`src/hw/flash_cfg.svh`:
```
`ifndef FLASH_CFG_SVH
`define FLASH_CFG_SVH

// ==========================================================================
// Array geometry
// ==========================================================================
`define FLASH_MEM_BYTES     1024
`define FLASH_ADDR_BITS     10
`define FLASH_SECTOR_BYTES  256   // Erase granule for 20h
`define FLASH_PAGE_BYTES    256   // Program wrap boundary for 02h

// ==========================================================================
// Status register and fill values
// ==========================================================================
`define FLASH_STATUS_RESET  8'h40 // QE set and WIP never set
`define FLASH_WEL_BIT       1
`define FLASH_ERASED_BYTE   8'hFF

// JEDEC identification bytes
`define FLASH_ID_MFR        8'hEF
`define FLASH_ID_TYPE       8'h40
`define FLASH_ID_CAP        8'h18

`endif

```
`src/hw/flash_pkg.sv`:
```
`include "flash_cfg.svh"

package flash_pkg;

  // ========================================================================
  // Encodings
  // ========================================================================
  typedef enum logic [7:0] {
    OP_PP        = 8'h02,
    OP_RDSR      = 8'h05,
    OP_WREN      = 8'h06,
    OP_FAST_READ = 8'h0B,
    OP_SE        = 8'h20,
    OP_CE_ALT    = 8'h60,
    OP_RDID      = 8'h9F,
    OP_CE        = 8'hC7
  } flash_opcode_t;

  // Decoder position within one selection
  typedef enum logic [2:0] {
    PH_IDLE,
    PH_ADDR,
    PH_DUMMY,
    PH_DATA_TX,
    PH_DATA_RX,
    PH_IGNORE
  } cmd_phase_t;

  typedef enum logic [3:0] {
    SOP_NONE,
    SOP_WREN,
    SOP_WRITE,
    SOP_ERASE_SECTOR,
    SOP_ERASE_CHIP,
    SOP_CLEAR_WEL,
    SOP_LOAD_STATUS,
    SOP_LOAD_ID,
    SOP_READ          // Array byte for fast read
  } storage_op_t;

  // ========================================================================
  // Stage payloads
  // ========================================================================
  typedef struct packed {
    logic [7:0] data;
    logic       valid;  // One cycle per received byte
    logic       first;  // Opcode byte of the selection
  } rx_byte_t;

  typedef struct packed {
    storage_op_t                 op;
    logic [`FLASH_ADDR_BITS-1:0] addr;
    logic [7:0]                  data;
    logic [1:0]                  id_idx;
  } storage_req_t;

  typedef struct packed {
    logic [7:0] data;
    logic       load;
  } tx_byte_t;

endpackage

```
`src/hw/spi_bit_transmitter.sv`:
```
module spi_bit_transmitter (
  input  logic                SCK,
  input  logic                rst_n,
  input  logic                cs_n,
  input  flash_pkg::tx_byte_t tx,
  input  logic                tx_active,
  output logic                so,
  output logic                so_oe
);

  logic [7:0] shift_q;

  // ==========================================================================
  // Falling edge shifter
  // ==========================================================================
  // Deselect is seen here half a cycle before the rising-edge stages
  always_ff @(negedge SCK or negedge rst_n) begin
    if (!rst_n) begin
      shift_q <= '1;
      so_oe   <= 1'b0;
    end else if (cs_n || !tx_active) begin
      shift_q <= '1;
      so_oe   <= 1'b0;
    end else if (tx.load) begin
      shift_q <= tx.data;  // Bit 7 drives so right away
      so_oe   <= 1'b1;
    end else begin
      shift_q <= {shift_q[6:0], 1'b1};
    end
  end

  assign so = shift_q[7];

  // Output released before the first rising edge of a deselect
  a_oe_off_when_idle: assert property (
    @(posedge SCK) disable iff (!rst_n)
    cs_n |-> !so_oe
  );

endmodule

```
`config.mk`:
```
export PLATFORM = sky130hd
export DESIGN_NAME = spi_bit_transmitter
export DESIGN_NICKNAME = d
export VERILOG_FILES = /design/src/hw/flash_pkg.sv /design/src/hw/spi_bit_transmitter.sv
export VERILOG_INCLUDE_DIRS = /design/src /design/src/hw
export SDC_FILE = /design/constraint.sdc
export NUM_CORES = 1
export LEC_CHECK = 0
export ABC_AREA = 1
export BUFFER_PORTS_ARGS = -buffer_cell sky130_fd_sc_hd__buf_2
export CORE_AREA = 2 2 39 41
export DETAILED_ROUTE_END_ITERATION = 8
export DIE_AREA = 0 0 41 43
export PLACE_DENSITY = 0.61
export SKIP_CTS_REPAIR_TIMING = 1
export SLEW_MARGIN = 10
export SYNTH_ARGS = -nofsm -noshare
export SYNTH_HDL_FRONTEND = slang
export SYNTH_SLANG_ARGS = --single-unit
```
`constraint.sdc`:
```
create_clock -name SCK -period 0.87 [get_ports SCK]
set_clock_uncertainty 0.1 [all_clocks]
set_input_delay 0.174 -clock SCK [delete_from_list [all_inputs] [get_ports SCK]]
set_output_delay 0.174 -clock SCK [all_outputs]
set_load 0.05 [all_outputs]
```
After elaboration in Yosys (flattened, before gate mapping)
Index checks and enable logic that the tools add are counted.
{ "word_totals": {"out_inout_bits": 2, "in_bits": 13, "elab_cells": 9, "ff_bits": 9} }
{ "classes": {"n_reduce_logical": 3, "mux": 4} }
{ "op_table": {"columns": ["operator", "n"], "rows": [
  ["2-to-1 mux 8 bit", 2],
  ["2-to-1 mux 1 bit", 2],
  ["nonzero test 2 bit", 1],
  ["zero test 1 bit", 1],
  ["logical OR 1 bit", 1]
]} }

Logic depth before layout (Yosys ltp)
{ "logic_depth": {"depth_word": 3, "ltp_mapped": 4, "ltp_nobuf": 3} }

==> impl_metrics.env <==
export IMPL_status="finished, violations left"
export IMPL_violations="hold timing, setup timing"
export IMPL_clk_latency_ns=0.32
export IMPL_synthTopCellsByCount="16 x nand2_1, 8 x dfstp_2, 7 x nand3_1"
export IMPL_ys_seq_elements=9
export IMPL_cp_end_kind="output port"
export IMPL_die_area_um2=1760
export IMPL_reg2reg_from="shift_q[5]"
export IMPL_htree_levels=1
export IMPL_avgSynthCellArea_um2=9.43
export IMPL_dp_hpwl_um=578
export IMPL_firstDrtPassIters=4
export IMPL_clockBufferDepth=2
export IMPL_place_area_um2=503
export IMPL_grt_max_degree=10
export IMPL_setup_slack_ns=-0.819
export IMPL_multi_input_area_um2=170
export IMPL_fillerInstances=151
export IMPL_power_frac_comb_pct=14.2
export IMPL_drt_total_wl_um=891
export IMPL_power_frac_clock_pct=43.0
export IMPL_start_util_pct=27.9
export IMPL_utilization_pct=44.8
export IMPL_hold_slack_ns=-0.0335
export IMPL_met2_length_um=462
export IMPL_vias=351
export IMPL_die_h_um=43
export IMPL_row_count=14
export IMPL_cpPeakStageDelay_ns=0.52
export IMPL_power_frac_seq_pct=42.8
export IMPL_tns_ns=-2.09
export IMPL_synth_top_area_share_pct=54.4
export IMPL_drc=0
export IMPL_relSlewSlack_pct=80.3
export IMPL_grt_pass1_wl_mm=1.31
export IMPL_netlist_cell_type_count=10
export IMPL_place_gp_congestion=0.642
export IMPL_cp_required_ns=0.60
export IMPL_ys_top_cells_by_area="dfstp_2 54%, nand2_1 16%, nand3_1 9.1%"
export IMPL_antenna_found_initial=0
export IMPL_top_layer_used="met4"
export IMPL_peakVddDrop_v=0.000738
export IMPL_synthArstFlopShare_pct=100
export IMPL_track_usage_pct=11.8
export IMPL_powerDensity_nw_per_um2=1730
export IMPL_fin_nets=79
export IMPL_hold_viol=1
export IMPL_yosysTopAreaCell="dfstp_2"
export IMPL_cts_buffers=3
export IMPL_met1_length_um=347
export IMPL_mappedNetlistArea_um2=387
export IMPL_die_width_um=41
export IMPL_p_leak_nw=0.308
export IMPL_setup_viol=10
export IMPL_internal_power_mw=0.741
export IMPL_via_per_inst=4.33
export IMPL_worstSetupPathType="reg -> out"
export IMPL_seqCellArea_um2=235
export IMPL_postSynthCellCount=41
export IMPL_cp_slowest_cell="dfstp_2"
export IMPL_met3_length_um=71
export IMPL_hp_class="in -> async"
export IMPL_clock_sinks=9
export IMPL_power_mw=1.07
export IMPL_r2r_end="shift_q[6]"
export IMPL_critical_path_top_delay_family="flip-flops"
export IMPL_rsz0062_at_grt="true"
export IMPL_ios=15
export IMPL_slew_violations=0
export IMPL_worst_slew_pin_slew_ns=0.295
export IMPL_ff2ff_setup_slack_ns=0.07
export IMPL_portBuffers=14
export IMPL_p_sw_mw=0.329
export IMPL_core_area_um2=1380
export IMPL_yosysWarnings=0
export IMPL_cts_tree="done"
export IMPL_drive_gt1_share_pct=64.6
export IMPL_switching_share_pct=30.8
export IMPL_yosysMostFrequentCell="nand2_1"
export IMPL_grt_pass1_vias=311
export IMPL_crit_fanout=1
export IMPL_crit_arrival_ns=1.41
export IMPL_drtIter0Drc=1
export IMPL_startpoint_type="flop"
export IMPL_overflow=0
export IMPL_ys_seq_area_share_pct=60.8
export IMPL_cts_root_buffer="clkbuf_4"
export IMPL_synth_flop_cell="dfstp_2"
export IMPL_cap_viol_max_count=0
export IMPL_cp_cell_sequence="buf_8"
export IMPL_syn_nets=54
export IMPL_syn2layout_area_growth_pct=60.5
export IMPL_post_drt_wl_per_cell_um=11.0
export IMPL_final_cell_area_um2=621
export IMPL_synth_edf_count=0
export IMPL_antenna_cells=0
export IMPL_crit_buf_inv=1
export IMPL_clkTransAtPathRegs_ns=0.05
export IMPL_ff2ff_path_depth=2
export IMPL_final_antenna_net_count=0
## power by group through the flow
stage	Clock (mW)	Sequential [mW]	Combinational, mW
6_report	0.460	0.458	0.153
5_1_grt	0.560	0.458	0.169
4_1_cts	0.479	0.455	0.128
3_5_place_dp	0.0638	0.459	0.127
3_3_place_gp	0.0638	0.459	0.125
2_1_floorplan	0.0638	0.474	0.0686
## worst max-delay path by stage
stage / start / endpoint / slack (ns) / depth (start not counted)
floorplan: so_oe / so_oe / -0.50 / 0
global placement: shift_q[7] / so / -0.57 / 1
detailed placement: shift_q[7] / so / -0.58 / 1
CTS: shift_q[7] / so / -0.91 / 1
global route: shift_q[7] / so / -0.85 / 1
finish: shift_q[7] / so / -0.82 / 1
## layout by cell type (no fill, tap or decap), types with 2 or more instances in the layout
cell / instances
nand2_2: 5
inv_8: 2
buf_8: 3
inv_1: 9
buf_2: 9
nor2_2: 2
dfstp_2: 8
clkbuf_4: 3
nand2_1: 11
nand3_2: 7
buf_6: 2
## cells by family (layout without fill, tap and decap cells)
kind of cell / Yosys count / after routing / share of synthesized area [%]
buffers and inverters: 5 / 29 / 8.09
and+or+nand+nor: 27 / 27 / 31.1
DFF: 9 / 9 / 60.8
## metrics by stage
step / std cells / setup WS (ns)
6_report: 81 / -0.819
5_1_grt: 81 / -0.852
3_3_place_gp: 70 / -0.574
3_5_place_dp: 70 / -0.577
4_1_cts: 81 / -0.910
2_1_floorplan: 41 / -0.505
## metal layers
layer | track usage (%) | vias up
met2 | 15.3 | 10
met1 | 14.0 | 164
met5 | 0 | -
met4 | 8.67 | 0
met3 | 6.28 | 2
li1 | - | 175
## sequential cells by signal, summed over array words and instances (netlist names)
signal / flops
shift_q: 8
so_oe: 1
## final cells by class
class                      count  share of cell area, %
clock inverter                 8                   4.84
clock buffer                   4                   4.23
multi-input combinational     27                   27.4
sequential                     9                   37.9
timing repair buffer          14                   18.1
inverter                       3                   4.23
tap                           16                   3.23
Note: power is estimated with default switching activity, not from simulation.
