[config.mk]
export PLATFORM = sky130hd
export DESIGN_NAME = spi_bit_receiver
export DESIGN_NICKNAME = d
export VERILOG_FILES = /design/src/hw/flash_pkg.sv /design/src/hw/spi_bit_receiver.sv
export VERILOG_INCLUDE_DIRS = /design/src /design/src/hw
export SDC_FILE = /design/constraint.sdc
export NUM_CORES = 1
export LEC_CHECK = 0
export ABC_AREA = 1
export BUFFER_PORTS_ARGS = -buffer_cell sky130_fd_sc_hd__buf_2
export CORE_MARGIN = 4
export CORE_UTILIZATION = 52
export DETAILED_ROUTE_END_ITERATION = 8
export PLACE_DENSITY = 0.72
export SLEW_MARGIN = 25
export SYNTH_ARGS = -nofsm -noshare
export SYNTH_HDL_FRONTEND = slang
export SYNTH_SLANG_ARGS = --single-unit
[constraint.sdc]
create_clock -name SCK -period 1.6 [get_ports SCK]
set_input_delay 0.24 -clock SCK [delete_from_list [all_inputs] [get_ports SCK]]
set_output_delay 0.24 -clock SCK [all_outputs]
set_load 0.02 [all_outputs]
[src/hw/flash_cfg.svh]
`ifndef FLASH_CFG_SVH
`define FLASH_CFG_SVH

// ==========================================================================
// Array geometry
// ==========================================================================
`define FLASH_MEM_BYTES     1024
`define FLASH_ADDR_BITS     10
`define FLASH_SECTOR_BYTES  256   // Erase granule for 20h
`define FLASH_PAGE_BYTES    256   // Program wrap boundary for 02h

// ==========================================================================
// Status register and fill values
// ==========================================================================
`define FLASH_STATUS_RESET  8'h40 // QE set and WIP never set
`define FLASH_WEL_BIT       1
`define FLASH_ERASED_BYTE   8'hFF

// JEDEC identification bytes
`define FLASH_ID_MFR        8'hEF
`define FLASH_ID_TYPE       8'h40
`define FLASH_ID_CAP        8'h18

`endif

[src/hw/flash_pkg.sv]
`include "flash_cfg.svh"

package flash_pkg;

  // ========================================================================
  // Encodings
  // ========================================================================
  typedef enum logic [7:0] {
    OP_PP        = 8'h02,
    OP_RDSR      = 8'h05,
    OP_WREN      = 8'h06,
    OP_FAST_READ = 8'h0B,
    OP_SE        = 8'h20,
    OP_CE_ALT    = 8'h60,
    OP_RDID      = 8'h9F,
    OP_CE        = 8'hC7
  } flash_opcode_t;

  // Decoder position within one selection
  typedef enum logic [2:0] {
    PH_IDLE,
    PH_ADDR,
    PH_DUMMY,
    PH_DATA_TX,
    PH_DATA_RX,
    PH_IGNORE
  } cmd_phase_t;

  typedef enum logic [3:0] {
    SOP_NONE,
    SOP_WREN,
    SOP_WRITE,
    SOP_ERASE_SECTOR,
    SOP_ERASE_CHIP,
    SOP_CLEAR_WEL,
    SOP_LOAD_STATUS,
    SOP_LOAD_ID,
    SOP_READ          // Array byte for fast read
  } storage_op_t;

  // ========================================================================
  // Stage payloads
  // ========================================================================
  typedef struct packed {
    logic [7:0] data;
    logic       valid;  // One cycle per received byte
    logic       first;  // Opcode byte of the selection
  } rx_byte_t;

  typedef struct packed {
    storage_op_t                 op;
    logic [`FLASH_ADDR_BITS-1:0] addr;
    logic [7:0]                  data;
    logic [1:0]                  id_idx;
  } storage_req_t;

  typedef struct packed {
    logic [7:0] data;
    logic       load;
  } tx_byte_t;

endpackage

[src/hw/spi_bit_receiver.sv]
module spi_bit_receiver (
  input  logic                SCK,
  input  logic                rst_n,
  input  logic                cs_n,
  input  logic                si,
  output flash_pkg::rx_byte_t rx
);

  logic [6:0] shift_q;       // Bits 7..1 of the byte in flight
  logic [2:0] bit_cnt_q;
  logic       first_pend_q;  // Next byte completes the opcode

  // MSB first on the rising edge
  always_ff @(posedge SCK or negedge rst_n) begin
    if (!rst_n) begin
      shift_q      <= '0;
      bit_cnt_q    <= '0;
      first_pend_q <= 1'b1;
      rx           <= '0;
    end else if (cs_n) begin
      bit_cnt_q    <= '0;
      first_pend_q <= 1'b1;
      rx.valid     <= 1'b0;
    end else begin
      shift_q   <= {shift_q[5:0], si};
      bit_cnt_q <= bit_cnt_q + 1'b1;
      rx.valid  <= (bit_cnt_q == 3'd7);
      if (bit_cnt_q == 3'd7) begin
        rx.data      <= {shift_q, si};
        rx.first     <= first_pend_q;
        first_pend_q <= 1'b0;
      end
    end
  end

  // Byte strobes are separated by at least one idle cycle
  a_rx_valid_single: assert property (
    @(posedge SCK) disable iff (!rst_n)
    rx.valid |=> !rx.valid
  );

endmodule

# Word level (Yosys, flattened, before mapping)

Cells that the tools add are included.

Bits in registers: 21
Input bits: 4
Word-level logic and storage cells: 15
Output and inout bits: 10

Eq/ne operators: 1
Reduce and logical (&&, ||, !) cells: 2
Muxes and demuxes: 4
$add $sub $neg: 1
Bitwise logic cells: 1

Operator list:

| cell                  | count |
|---|---|
| $add A3 B1 Y3 const B | 1 |
| $eq A3 B3 Y1 const B  | 1 |
| $mux W1               | 3 |
| $mux W3               | 1 |
| $reduce_and A2 Y1     | 1 |
| $reduce_bool A2 Y1    | 1 |
| $not A1 Y1            | 1 |

# Logic depth before layout (Yosys ltp)

Depth after elaboration: 3
Gate-level depth with buffers: 6
Gate-level depth less buffers: 5

# Worst setup path before layout

No wires, ideal clock.

Path kind: reg-to-reg
From: register bit_cnt_q[0]
To: register first_pend_q
Period minus slack after synthesis: 1,151 ps
Setup slack: 449 ps
Stages on the path, launching flop included: 7
Buffers on the path: 1
Required time: 1,533 ps
Data arrival time: 1,084 ps
Library setup time: 67 ps
Path through: dfrtp_1 -> ha_1 -> ha_1 -> buf_4 -> nand2_4 -> inv_2 -> nor2_1

Longest elaborated chain between the ends: 2

Ends and longest elaborated chain:

| item                                | line                   | text |
|---|---|---|
| start, declared                     | spi_bit_receiver.sv:10 | `logic [2:0] bit_cnt_q;` |
| start signal, assigned              | spi_bit_receiver.sv:26 | `bit_cnt_q <= bit_cnt_q + 1'b1;` |
| $eq A3 B3 Y1                        | spi_bit_receiver.sv:28 | `if (bit_cnt_q == 3'd7) begin` |
| $reduce_bool A2 Y1 (no source line) | n/a                    |  |
| end signal, assigned                | spi_bit_receiver.sv:18 | `first_pend_q <= 1'b1;` |
| end signal, assigned                | spi_bit_receiver.sv:22 | `first_pend_q <= 1'b1;` |
| end signal, assigned                | spi_bit_receiver.sv:31 | `first_pend_q <= 1'b0;` |
| end, declared                       | spi_bit_receiver.sv:11 | `logic first_pend_q;` |

No other way between the ends.
A chain may end at the register's enable or synchronous reset.

# Worst setup path in the final report

Same ends and word-level chain as after synthesis.

==> reports/metrics.cfg <==
[floorplanning]
dieArea_um2=2250
fp.dieW_um=47.5
die_height_um=47.5
initial_utilization_pct=58.6
rows=13
io_pins=14
coreArea_um2=1380

[grt]
grt_max_degree=22
grt_usage_pct=16.1
grt_pass1_wl_mm=2.44
grt_overflow_total=0
antenna_found_initial=0
grt_pass1_vias=545

[clock_network]
cts_tree=yes
root_buffer=clkbuf_4
cts_buffer_depth=2
path_clk_slew_ps=110
cts_resized=0
post-cts-setup-buffers=0
ctsHoldBuffers=1
cts_sinks=21
clkLatencyLatePin_ps=300
htreeDepth=1
cts_buffers=3

[timing]
slew_viol_final=0
finClkSkew_ps=1.15
relSlewSlack_pct=70.2
rsz0062_at_grt=false
setup_violations=0
finalCriticalPeriod_ps=1300
worstMarginPinSlew_ps=448
fin_tns_setup_ps=0
hold_violations=0
post-route-period-util_pct=81.0
fmax_mhz=772

[synthesis]
synthCells=83
synth_cell_types=13
syn-num-nets=89
synth_area_um2=811
ys_warn_count=0
synth_area_per_cell_um2=9.77
ys_seq_area_share_pct=65.0
synth-seq-cells=21

[routing]
wirelength_mm=1.36
wl_per_cell_um=12.0
drtAntennaViolNets=0
drc_errors=0
routed_via_density=4.75
via_count=537
drt_iter0_markers=12
dr.pass1.iters=4

[setup_path]
slowest_delay_ps=400
worstPathArrival_ps=1540
crit_chain=ha_1, ha_1, nand2_4, inv_2, nor2_1
worstSetupPathType=register to register
cp_slowest_cell=dfrtp_1
crit_family=adder cells
crit_buf_inv=1
cp-end-kind=register
cp-start-kind=register
worst_path_most_repeated_cell=ha_1
required_ps=1840
worst-path-max-fanout=10

[layout]
drive_gt1_share_pct=20.4
nNetsFinal=105
num_antenna_cells=0
finalNonFillerCells=113
fin_util_pct=65.6
syn_to_final_growth_pct=11.9
design_area_um2=907

[place]
dp.final_hpwl_um=972
place_area_um2=871
port_buffers=13
dpl.cell_count=108
gp_congestion=0.724

[pwr]
peakVddDrop_mv=0.600
p_per_area_nw_per_um2=1080
leakagePower_nw=0.545
finalPower_mw=0.976

[worst_hold_path]
hold_class=input pin to register

[run_status]
status=completed

[flow_run]
cap_violations=0

==> worst reg2reg max path, delay by kind of cell, from the launching register on <==
family                   cells  cell delay, ps
adder cells (fa/ha/maj)      2             510
buffers and inverters        1              50
flip-flops                   1             400
AND/OR/NAND/NOR              2             270
==> cell usage after synthesis, drive strengths merged <==
master	count	area (um^2)
buf	3	23.8
dfrtp	20	500
dfstp	1	26.3
ha	2	25.0
inv	5	18.8
nand2	36	143
nand3	9	45.0
nor2	5	18.8
o21ai	2	10.0
==> per-stage QoR <==
stage	setup WS, ps	hold slack [ps]
3_5_place_dp	319	210
4_1_cts	289	144
2_1_floorplan	449	-55.6
3_3_place_gp	359	208
5_1_grt	164	159
6_report	304	151
==> final timing paths <==
check	startpoint	endpoint	slack [ps]	depth (start not counted)
setup / recovery	bit_cnt_q[0]	first_pend_q	300	5
hold / removal	si	shift_q[0]	150	3
setup reg to reg	bit_cnt_q[0]	first_pend_q	300	5
hold reg to reg	bit_cnt_q[0]	bit_cnt_q[0]	450	1
max in group asynchronous	rst_n	first_pend_q	850	2
min in group asynchronous	rst_n	rx[3]	410	2
==> sequential cells by signal (all words and copies together) (netlist names) <==
signal and count:
bit_cnt_q 3, first_pend_q 1, shift_q 7, rx 10
==> cell families (layout without fill, tap and decap cells) <==
family / count (synthesis) / count (layout) / synth area share (%)
AND/OR/NAND/NOR: 50 / 50 / 25.5
flip-flops: 21 / 21 / 65.0
buffers and inverters: 8 / 23 / 5.25
adder cells (fa/ha/maj): 2 / 2 / 3.09
AO/OA/AOI/OAI: 2 / 2 / 1.23
==> report_power, final <==
group | internal [mW] | switching (mW)
clock | 0.0972 | 0.153
sequential | 0.579 | 0.0284
combinational | 0.0395 | 0.0790
total | 0.715 | 0.261
==> layout by cell type (no fill, tap or decap), drive strengths merged <==
master       instances
nand2               36
dfrtp               20
buf                 13
nand3                9
nor2                 5
inv                  5
clkbuf               4
o21ai                2
ha                   2
dfstp                1
dlygate4sd3          1
==> metal layers <==
metal  GRT usage, %  share of wire, %  wire length, um  up-vias
met5              0                 0                0        -
met4           11.6               3.2               44        0
met3           3.38               4.3               58        5
met2           22.2                42              573       11
met1           22.3                50              680      233
li1               -                 -                -      288
==> layout make-up <==
cell class	count	area, um^2
Inverter	5	18.8
Sequential cell	21	527
Multi-Input combinational cell	54	241
Tap cell	15	18.8
Timing Repair Buffer	14	75.1
Fill cell	121	475
Clock buffer	4	26.3
No activity file was read; power rests on OpenSTA's default activity.
