File: config.mk
export PLATFORM = sky130hd
export DESIGN_NAME = flash_cmd_decoder
export DESIGN_NICKNAME = d
export VERILOG_FILES = /design/src/hw/flash_pkg.sv /design/src/hw/flash_cmd_decoder.sv
export VERILOG_INCLUDE_DIRS = /design/src /design/src/hw
export SDC_FILE = /design/constraint.sdc
export NUM_CORES = 1
export LEC_CHECK = 0
export BUFFER_PORTS_ARGS = -buffer_cell sky130_fd_sc_hd__buf_2
export CAP_MARGIN = 30
export CORE_ASPECT_RATIO = 0.7
export CORE_UTILIZATION = 47
export CTS_BUF_LIST = sky130_fd_sc_hd__clkbuf_8
export CTS_CLUSTER_DIAMETER = 30
export CTS_CLUSTER_SIZE = 16
export DETAILED_ROUTE_END_ITERATION = 10
export PLACE_DENSITY = 0.69
export SLEW_MARGIN = 0
export SYNTH_ARGS = -nofsm -noshare
export SYNTH_HDL_FRONTEND = slang
export SYNTH_SLANG_ARGS = --single-unit
File: constraint.sdc
create_clock -name SCK -period 1.9 [get_ports SCK]
set_clock_uncertainty 0.2 [all_clocks]
set_input_delay 0.19 -clock SCK [delete_from_list [all_inputs] [get_ports SCK]]
set_output_delay 0.19 -clock SCK [all_outputs]
set_load 0.01 [all_outputs]
File: src/hw/flash_cfg.svh
`ifndef FLASH_CFG_SVH
`define FLASH_CFG_SVH

// ==========================================================================
// Array geometry
// ==========================================================================
`define FLASH_MEM_BYTES     1024
`define FLASH_ADDR_BITS     10
`define FLASH_SECTOR_BYTES  256   // Erase granule for 20h
`define FLASH_PAGE_BYTES    256   // Program wrap boundary for 02h

// ==========================================================================
// Status register and fill values
// ==========================================================================
`define FLASH_STATUS_RESET  8'h40 // QE set and WIP never set
`define FLASH_WEL_BIT       1
`define FLASH_ERASED_BYTE   8'hFF

// JEDEC identification bytes
`define FLASH_ID_MFR        8'hEF
`define FLASH_ID_TYPE       8'h40
`define FLASH_ID_CAP        8'h18

`endif

File: src/hw/flash_pkg.sv
`include "flash_cfg.svh"

package flash_pkg;

  // ========================================================================
  // Encodings
  // ========================================================================
  typedef enum logic [7:0] {
    OP_PP        = 8'h02,
    OP_RDSR      = 8'h05,
    OP_WREN      = 8'h06,
    OP_FAST_READ = 8'h0B,
    OP_SE        = 8'h20,
    OP_CE_ALT    = 8'h60,
    OP_RDID      = 8'h9F,
    OP_CE        = 8'hC7
  } flash_opcode_t;

  // Decoder position within one selection
  typedef enum logic [2:0] {
    PH_IDLE,
    PH_ADDR,
    PH_DUMMY,
    PH_DATA_TX,
    PH_DATA_RX,
    PH_IGNORE
  } cmd_phase_t;

  typedef enum logic [3:0] {
    SOP_NONE,
    SOP_WREN,
    SOP_WRITE,
    SOP_ERASE_SECTOR,
    SOP_ERASE_CHIP,
    SOP_CLEAR_WEL,
    SOP_LOAD_STATUS,
    SOP_LOAD_ID,
    SOP_READ          // Array byte for fast read
  } storage_op_t;

  // ========================================================================
  // Stage payloads
  // ========================================================================
  typedef struct packed {
    logic [7:0] data;
    logic       valid;  // One cycle per received byte
    logic       first;  // Opcode byte of the selection
  } rx_byte_t;

  typedef struct packed {
    storage_op_t                 op;
    logic [`FLASH_ADDR_BITS-1:0] addr;
    logic [7:0]                  data;
    logic [1:0]                  id_idx;
  } storage_req_t;

  typedef struct packed {
    logic [7:0] data;
    logic       load;
  } tx_byte_t;

endpackage

File: src/hw/flash_cmd_decoder.sv
`include "flash_cfg.svh"

module flash_cmd_decoder (
  input  logic                    SCK,
  input  logic                    rst_n,
  input  logic                    cs_n,
  input  flash_pkg::rx_byte_t     rx,
  output flash_pkg::storage_req_t req,
  output logic                    tx_active
);
  import flash_pkg::*;

  localparam int AW = `FLASH_ADDR_BITS;
  localparam int PW = $clog2(`FLASH_PAGE_BYTES);

  // Response requests go out on the edge that samples bit 7 of a byte so the
  // loaded byte reaches the transmitter on the falling edge of the boundary
  localparam logic [2:0] LOAD_SLOT = 3'd6;

  cmd_phase_t    phase_q;
  flash_opcode_t opcode_q;
  logic [AW-1:0] addr_q;
  logic [AW-1:0] addr_next;
  logic [1:0]    addr_cnt_q;
  logic [1:0]    id_idx_q;
  logic [2:0]    bit_cnt_q;   // Rising edges since select
  logic          load_slot;
  logic          wel_user;    // Command consumes WEL on deselect

  assign addr_next = {addr_q[AW-9:0], rx.data};  // Keep low address bits only
  assign load_slot = (bit_cnt_q == LOAD_SLOT);
  assign wel_user  = opcode_q inside {OP_PP, OP_SE, OP_CE, OP_CE_ALT};

  // ==========================================================================
  // Command phase FSM
  // ==========================================================================
  always_ff @(posedge SCK or negedge rst_n) begin
    if (!rst_n) begin
      phase_q    <= PH_IDLE;
      opcode_q   <= OP_RDSR;
      addr_q     <= '0;
      addr_cnt_q <= '0;
      id_idx_q   <= '0;
      bit_cnt_q  <= '0;
      req        <= '0;
      tx_active  <= 1'b0;
    end else if (cs_n) begin
      phase_q   <= PH_IDLE;
      bit_cnt_q <= '0;
      tx_active <= 1'b0;
      req       <= '0;
      if (phase_q != PH_IDLE && wel_user) begin
        req.op <= SOP_CLEAR_WEL;
      end
    end else begin
      bit_cnt_q <= bit_cnt_q + 1'b1;
      req.op    <= SOP_NONE;
      case (phase_q)
        PH_IDLE: begin
          if (rx.valid && rx.first) begin
            opcode_q   <= flash_opcode_t'(rx.data);
            addr_cnt_q <= '0;
            id_idx_q   <= '0;
            case (rx.data)
              OP_RDSR, OP_RDID: phase_q <= PH_DUMMY;
              OP_FAST_READ, OP_PP, OP_SE: phase_q <= PH_ADDR;
              OP_WREN: begin
                req.op  <= SOP_WREN;
                phase_q <= PH_IGNORE;
              end
              OP_CE, OP_CE_ALT: begin
                req.op  <= SOP_ERASE_CHIP;
                phase_q <= PH_IGNORE;
              end
              default: phase_q <= PH_IGNORE;  // Unknown opcode
            endcase
          end
        end

        PH_ADDR: begin
          if (rx.valid) begin
            addr_q     <= addr_next;
            addr_cnt_q <= addr_cnt_q + 1'b1;
            if (addr_cnt_q == 2'd2) begin
              case (opcode_q)
                OP_FAST_READ: phase_q <= PH_DUMMY;
                OP_PP:        phase_q <= PH_DATA_RX;
                default: begin  // Sector erase
                  req.op   <= SOP_ERASE_SECTOR;
                  req.addr <= addr_next;
                  phase_q  <= PH_IGNORE;
                end
              endcase
            end
          end
        end

        // Dummy byte ends at the first load slot
        PH_DUMMY, PH_DATA_TX: begin
          if (load_slot) begin
            phase_q      <= PH_DATA_TX;
            tx_active    <= 1'b1;
            req.addr     <= addr_q;
            req.id_idx   <= id_idx_q;
            addr_q       <= addr_q + 1'b1;
            if (id_idx_q != 2'd3) begin
              id_idx_q <= id_idx_q + 1'b1;  // Saturates on the FF filler
            end
            case (opcode_q)
              OP_RDSR: req.op <= SOP_LOAD_STATUS;
              OP_RDID: req.op <= SOP_LOAD_ID;
              default: req.op <= SOP_READ;
            endcase
          end
        end

        PH_DATA_RX: begin
          if (rx.valid) begin
            req.op   <= SOP_WRITE;
            req.addr <= addr_q;
            req.data <= rx.data;
            addr_q   <= {addr_q[AW-1:PW], addr_q[PW-1:0] + 1'b1};  // Page wrap
          end
        end

        default: ;  // Wait for deselect
      endcase
    end
  end

  // Requests only come from an active command or an opcode arrival
  a_req_not_idle: assert property (
    @(posedge SCK) disable iff (!rst_n)
    req.op != SOP_NONE |-> $past(phase_q != PH_IDLE || (rx.valid && rx.first))
  );

endmodule

* Word level (Yosys, flattened, before mapping)
Index checks and enable logic that the tools add are counted.
Widths: inputs -> output; s select.
** Cells by class
- Add/sub/neg operators :: 5
- Equality and inequality tests :: 33
- Mux-type cells :: 37
- Bitwise operators :: 2
- Reduce and logical (&&, ||, !) cells :: 29
** Operator list (number)
- $pmux 10 s3 :: 2
- $mux 12 :: 3
- $eq 8x8->1 const B :: 4
- $eq 8x3->1 const B :: 3
- $mux 24 :: 1
- $mux 3 :: 8
- $mux 10 :: 2
- $mux 20 :: 1
- $reduce_and 5->1 :: 4
- $ne 3x3->1 const B :: 6
- $pmux 3 s2 :: 3
- $eq 8x2->1 const B :: 2
- $eq 8x4->1 const B :: 2
- $eq 8x6->1 const B :: 2
- $eq 8x7->1 const B :: 2
- $mux 8 :: 2
- $pmux 4 s4 :: 1
- $mux 14 :: 1
- $reduce_bool 2->1 :: 7
- $mux 2 :: 6
- $ne 2x2->1 const B :: 6
- $reduce_bool 4->1 :: 3
- $add 10x1->10 const B :: 1
- $pmux 3 s3 :: 1
- 20 further kinds :: 33
** Storage, ports and cells
- Register bits after elaboration :: 53
- Bits of input ports :: 13
- Output and inout port bits :: 25
- Logic and storage cells :: 118

* Depth between registers and ports, before layout
- Depth in word-level cells :: 7
- Depth in mapped cells :: 7
- Mapped depth without buffers :: 6

* Least setup slack after synthesis
No wires, ideal clock.
- Kind :: register -> register
- Start point :: register phase_q[1]
- End point :: register opcode_q[3]
- Library setup time :: 0.128 ns
- Arrival :: 1.579 ns
- Data required time :: 1.572 ns
- Setup slack :: -0.007 ns
- Stages on the path, launching flop included :: 7
- Path buffers :: 2
- Period minus slack after synthesis :: 1.907 ns
- Cells stage by stage :: dfrtp_1 > buf_6 > buf_2 > nor3_2 > nand3_1 > nor2_4 > mux2_1
** Between the ends
- Cells in the longest elaborated chain, start to end :: 2
** Ends and longest elaborated chain
- from (decl) :: line flash_cmd_decoder.sv:20 : cmd_phase_t phase_q;
- from (signal assigned) :: line flash_cmd_decoder.sv:39 : phase_q <= PH_IDLE;
- from (signal assigned) :: line flash_cmd_decoder.sv:48 : phase_q <= PH_IDLE;
- from (signal assigned) :: line flash_cmd_decoder.sv:65 : OP_RDSR, OP_RDID: phase_q <= PH_DUMMY;
- $logic_not 3->1 :: line flash_cmd_decoder.sv:58 : case (phase_q)
- $reduce_and 3->1 (no line)
- to (signal assigned) :: line flash_cmd_decoder.sv:61 : opcode_q <= flash_opcode_t'(rx.data);
- to (decl) :: line flash_cmd_decoder.sv:21 : flash_opcode_t opcode_q;
Every way passes these cells.
A chain may end at the register's enable or synchronous reset.

* Worst setup path in the final report
- Start point :: register phase_q[2]
- End point :: register addr_q[0]
** Between the ends
- Cells in the longest elaborated chain, start to end :: 4
- Elaborated cells on any way between the ends :: 11
- Classes of those cells :: 7 x eq/ne; 1 x mux; 3 x reduce/logical
** Ends and longest elaborated chain
- $eq 3x2->1 :: line flash_cmd_decoder.sv:58
- $reduce_or 2->1 :: line flash_cmd_decoder.sv:58
- $ne 2x2->1 (no line) / $reduce_bool 3->1 (equally long branches)
- $reduce_and 5->1 (no line)
- to (signal assigned) :: line flash_cmd_decoder.sv:82 : addr_q <= addr_next;
- to (signal assigned) :: line flash_cmd_decoder.sv:105 : addr_q <= addr_q + 1'b1;
- to (signal assigned) :: line flash_cmd_decoder.sv:122 : addr_q <= {addr_q[AW-1:PW], addr_q[PW-1:0] + 1'b1};
- to (decl) :: line flash_cmd_decoder.sv:22 : logic [AW-1:0] addr_q;
Parallel ways exist; a longest one is shown, timed or not.

==> reports/qor_table.md <==
| Parameter | Value |
|---|---|
| Post-synth top flop | dfrtp_1 |
| Seq/Total Area, Yosys | 41.2% |
| Endpoint class of the critical path | register |
| Worst slew margin | 72.2% |
| Fin crit share | 105% |
| Die boundary width | 101 µm |
| Clock root buffer | clkbuf_8 |
| Vias | 3109 |
| Switching part of the total | 39.4% |
| Remaining DRCs | 0 |
| Sequential cell area | 1330 µm² |
| Number of antenna-violating nets in the routed design | 0 |
| Overall global routing resource usage | 27.1% |
| Adder-cell area share of the yosys netlist | 1.94% |
| Wire length of the first global-routing pass | 14.9 mm |
| Worst-case hold path end point | req[3]$_DFFE_PN0P_ |
| Achievable clock frequency | 503 MHz |
| Leading cell types by total area after synthesis | dfrtp_1 40%, o32ai_2 3.5%, mux2_1 3.5% |
| Fraction of final layout cells sized beyond drive strength 1 | 48.0% |
| Number of buffers created by CTS | 5 |
| Utilization after layout | 69.8% |
| Area of the multi-input gates | 2010 µm² |
| Total nets after synthesis | 325 |
| Cell area after layout | 4490 µm² |
| Maximum number of pins on one net before global-route repair | 54 |
| R2r endpoint | addr_q[0]$_DFFE_PN0P_ |
| Grt total ovfl | 0 |
| Number of instances in the synthesized netlist | 307 |
| Antenna violations before repair | 0 |
| Maximum fanout encountered on the critical timing path | 7 |
| Half-perimeter wire length after placement | 6.49 mm |
| Data required time of the worst path | 1.89 ns |
| Violations in the final reports | setup timing |
| Number of stages on the worst hold path | 3 |
| Detailed-router iteration count before antenna repair | 4 |
| Part of the power in registers | 34.7% |
| Synth Area in XOR/XNOR | 0.814% |
| Power Total | 5.03 mW |
| Mean routed wirelength per cell | 19.5 µm |
| Cell type with the largest total area after synthesis | dfrtp_1 |
| Dominant combinational cell family by area after synthesis | compound AO/OA/AOI/OAI gates |
| Mux share of post-synthesis cell area | 5.23% |
| Vias per inst | 6.22 |
| Worst-case clock buffer depth | 2 |
| Total number of clock tree sinks | 53 |
| Non-Filler Instances | 500 |
| Area growth from synthesis to layout | 39.0% |
| Commonest non-fill, non-tap cells in the layout | 49 x buf_4, 47 x dfrtp_1, 37 x buf_2, 26 x nand2_1, 19 x buf_6 |
| Switching power of the nets | 1.98 mW |
| Number of flops mapped to enable cells by yosys | 0 |
| Number of input and output port buffers inserted | 37 |
| Number of H-tree branching levels | 2 |
| Number of placement rows | 24 |
| Clock network power share | 12.5% |
| Die Outline Area | 7210 µm² |
| Number of maximum-capacitance violations | 0 |
| RSZ-0062 raised after global routing | yes |
| Post-synthesis instance area | 3230 µm² |
| Initial core utilization | 50.2% |
| Async S/R FF share, synth | 100% |
| Total power density per cell area | 1120 nW/µm² |
| Status | complete, but fails checks |
| Synthesized area per cell | 10.5 µm² |
| Startpoint class of the critical path | register |
| Number of inserted filler cells in the final layout | 491 |
| Overall die height | 71.3 µm |
| Share of the synthesized area in compound gates (AO/OA/AOI/OAI) | 28.0% |
| Count of final setup violators | 9 |
| Class of the worst hold path | primary input to register |
| Routability Congestion | 0.895 |
| Post-placement cell count | 475 |
| Endpoints failing hold | 0 |
| Clock-pin slew of the registers on the worst-case setup and hold paths | 0.10 ns |
| Number of global-route vias before repair | 2828 |
| Post-placement cell area | 3930 µm² |
| Leakage power | 1.90 nW |
| Internal Dissipation | 3.05 mW |
| Number of cells on the worst reg-to-reg path | 5 |
| Area fraction in and, or, nand and nor cells after synthesis | 18.0% |
| Relative contribution of combinational cells to total power | 52.8% |
| Final critical delay including setup and external delays | 1.99 ns |
| Number of nets in the finished design | 425 |
| Startpoint-to-endpoint class of the critical path | register to register |
| Pin slew with the least headroom to its limit | 0.417 ns |
| Area of the core | 6430 µm² |
| Reg-to-reg setup timing slack | -0.09 ns |
| Beginning of the worst register-to-register path | phase_q[2]$_DFFE_PN0P_ |
| Worst setup margin | -0.0884 ns |
| Count of yosys warnings during synthesis | 0 |
| Setup total negative slack | -0.211 ns |
| DRT Wirelength | 9.77 mm |
| Clock latency on the worst-skew pair | 0.31 ns |
| Beginning of the worst hold path | rx[3] |
| Slew Limit Fails | 0 |
| Most common library cell in the layout ignoring fill and taps | buf_4 |
| Arr. time, crit path | 1.98 ns |
| Area share of the largest cell type after synthesis | 39.5% |
| Yosys cell types | 72 |
| Maximum resistive drop on vdd | 592 µV |
| Flip-flop and latch count after synthesis | 53 |
| Io pins | 38 |
| CTS tree | done |
| Detailed Route Iter0 Violations | 250 |
registers in the layout, indices dropped and copies added (netlist names):
signal,count
id_idx_q,2
req,24
tx_active,1
bit_cnt_q,3
addr_q,10
opcode_q,8
phase_q,3
addr_cnt_q,2
area by class of cell:
class / instances / share of cell area [%]
clock buffer: 5 / 1.53
clock inverter: 3 / 0.335
inverter: 14 / 1.17
sequential: 53 / 29.7
tap: 91 / 2.54
timing repair buffer: 112 / 19.8
antenna: 1 / 0.0558
multi-input combinational: 221 / 44.9
power groups by stage:
stage | Clock [mW] | Sequential, mW | Combinational (mW)
finish | 0.630 | 1.75 | 2.65
detailed placement | 0 | 1.73 | 2.05
global placement | 0 | 1.71 | 2.01
floorplan | 0 | 1.72 | 1.21
global route | 0.687 | 1.78 | 2.81
CTS | 0.650 | 1.70 | 2.22
worst max-delay path by stage:
stage                                 startpoint               endpoint  slack, ns
final                     phase_q[2]$_DFFE_PN0P_  addr_q[0]$_DFFE_PN0P_      -0.09
after global placement    phase_q[2]$_DFFE_PN0P_  addr_q[0]$_DFFE_PN0P_      -0.05
after CTS                 bit_cnt_q[0]$_DFF_PN0_  addr_q[1]$_DFFE_PN0P_      0.002
after global routing      phase_q[2]$_DFFE_PN0P_  addr_q[0]$_DFFE_PN0P_      -0.12
after detailed placement  phase_q[2]$_DFFE_PN0P_  addr_q[1]$_DFFE_PN0P_      -0.10
after floorplan           phase_q[1]$_DFFE_PN0P_  addr_q[1]$_DFFE_PN0P_      0.002
layer usage:
| metal | wire, µm | global-route usage [%] | vias up | part of all wire [%] |
|---|---|---|---|---|
| li1 | - | - | 1396 | - |
| met1 | 4540 | 41.9 | 1520 | 47 |
| met2 | 4230 | 38.6 | 179 | 43 |
| met3 | 878 | 5.07 | 14 | 9.0 |
| met4 | 119 | 7.41 | 0 | 1.2 |
| met5 | 0 | 0 | - | 0 |
synthesized netlist by cell type, drive strengths merged (4+ instances only):
cell and instances:
a32oi 11, a221oi 5, buf 10, nor2 12, a2bb2oi 6, mux2 12
o22ai 5, clkbuf 9, nand3 4, o32ai 7, nand2 30, a21oi 19
o21ai 12, o211ai 5, nand4b 4, a22o 4, nand4 5, inv 14
and3 4, a211oi 8, ha 5, dfrtp 51, nor3 5
stage by stage:
stage,worst slack [ns],hold slack (ns)
2_1_floorplan,0.00240,-0.306
3_3_place_gp,-0.0465,0.00706
3_5_place_dp,-0.103,0.00993
4_1_cts,0.00222,0.0105
5_1_grt,-0.120,0.0324
6_report,-0.0884,0.0229
cells by family (layout without fill, tap and decap cells):
| family | Yosys count | in the layout |
|---|---|---|
| AOI/OAI and AO/OA | 107 | 107 |
| xor gates and xnor gates | 3 | 3 |
| adders and majority gates | 5 | 5 |
| buffers and inverters | 33 | 134 |
| DFF | 53 | 53 |
| muxes | 15 | 15 |
| other | 0 | 1 |
| and+or+nand+nor | 91 | 91 |
worst max-delay path, cell delays in order (launching register included):
cell and delay (ns):
dfrtp_2 0.47, buf_4 0.17, or3b_4 0.40, and3_1 0.23, a211oi_1 0.26, o2bb2ai_1 0.13
what timing repair did:
action	4_1_cts	5_1_grt
hold buffers	2	0
pin swaps	7	19
hold endpoints to repair	54	0
buffers inserted	8	7
setup endpoints to repair	33	37
gates resized for setup	24	52
No activity file was read; power rests on OpenSTA's default activity.
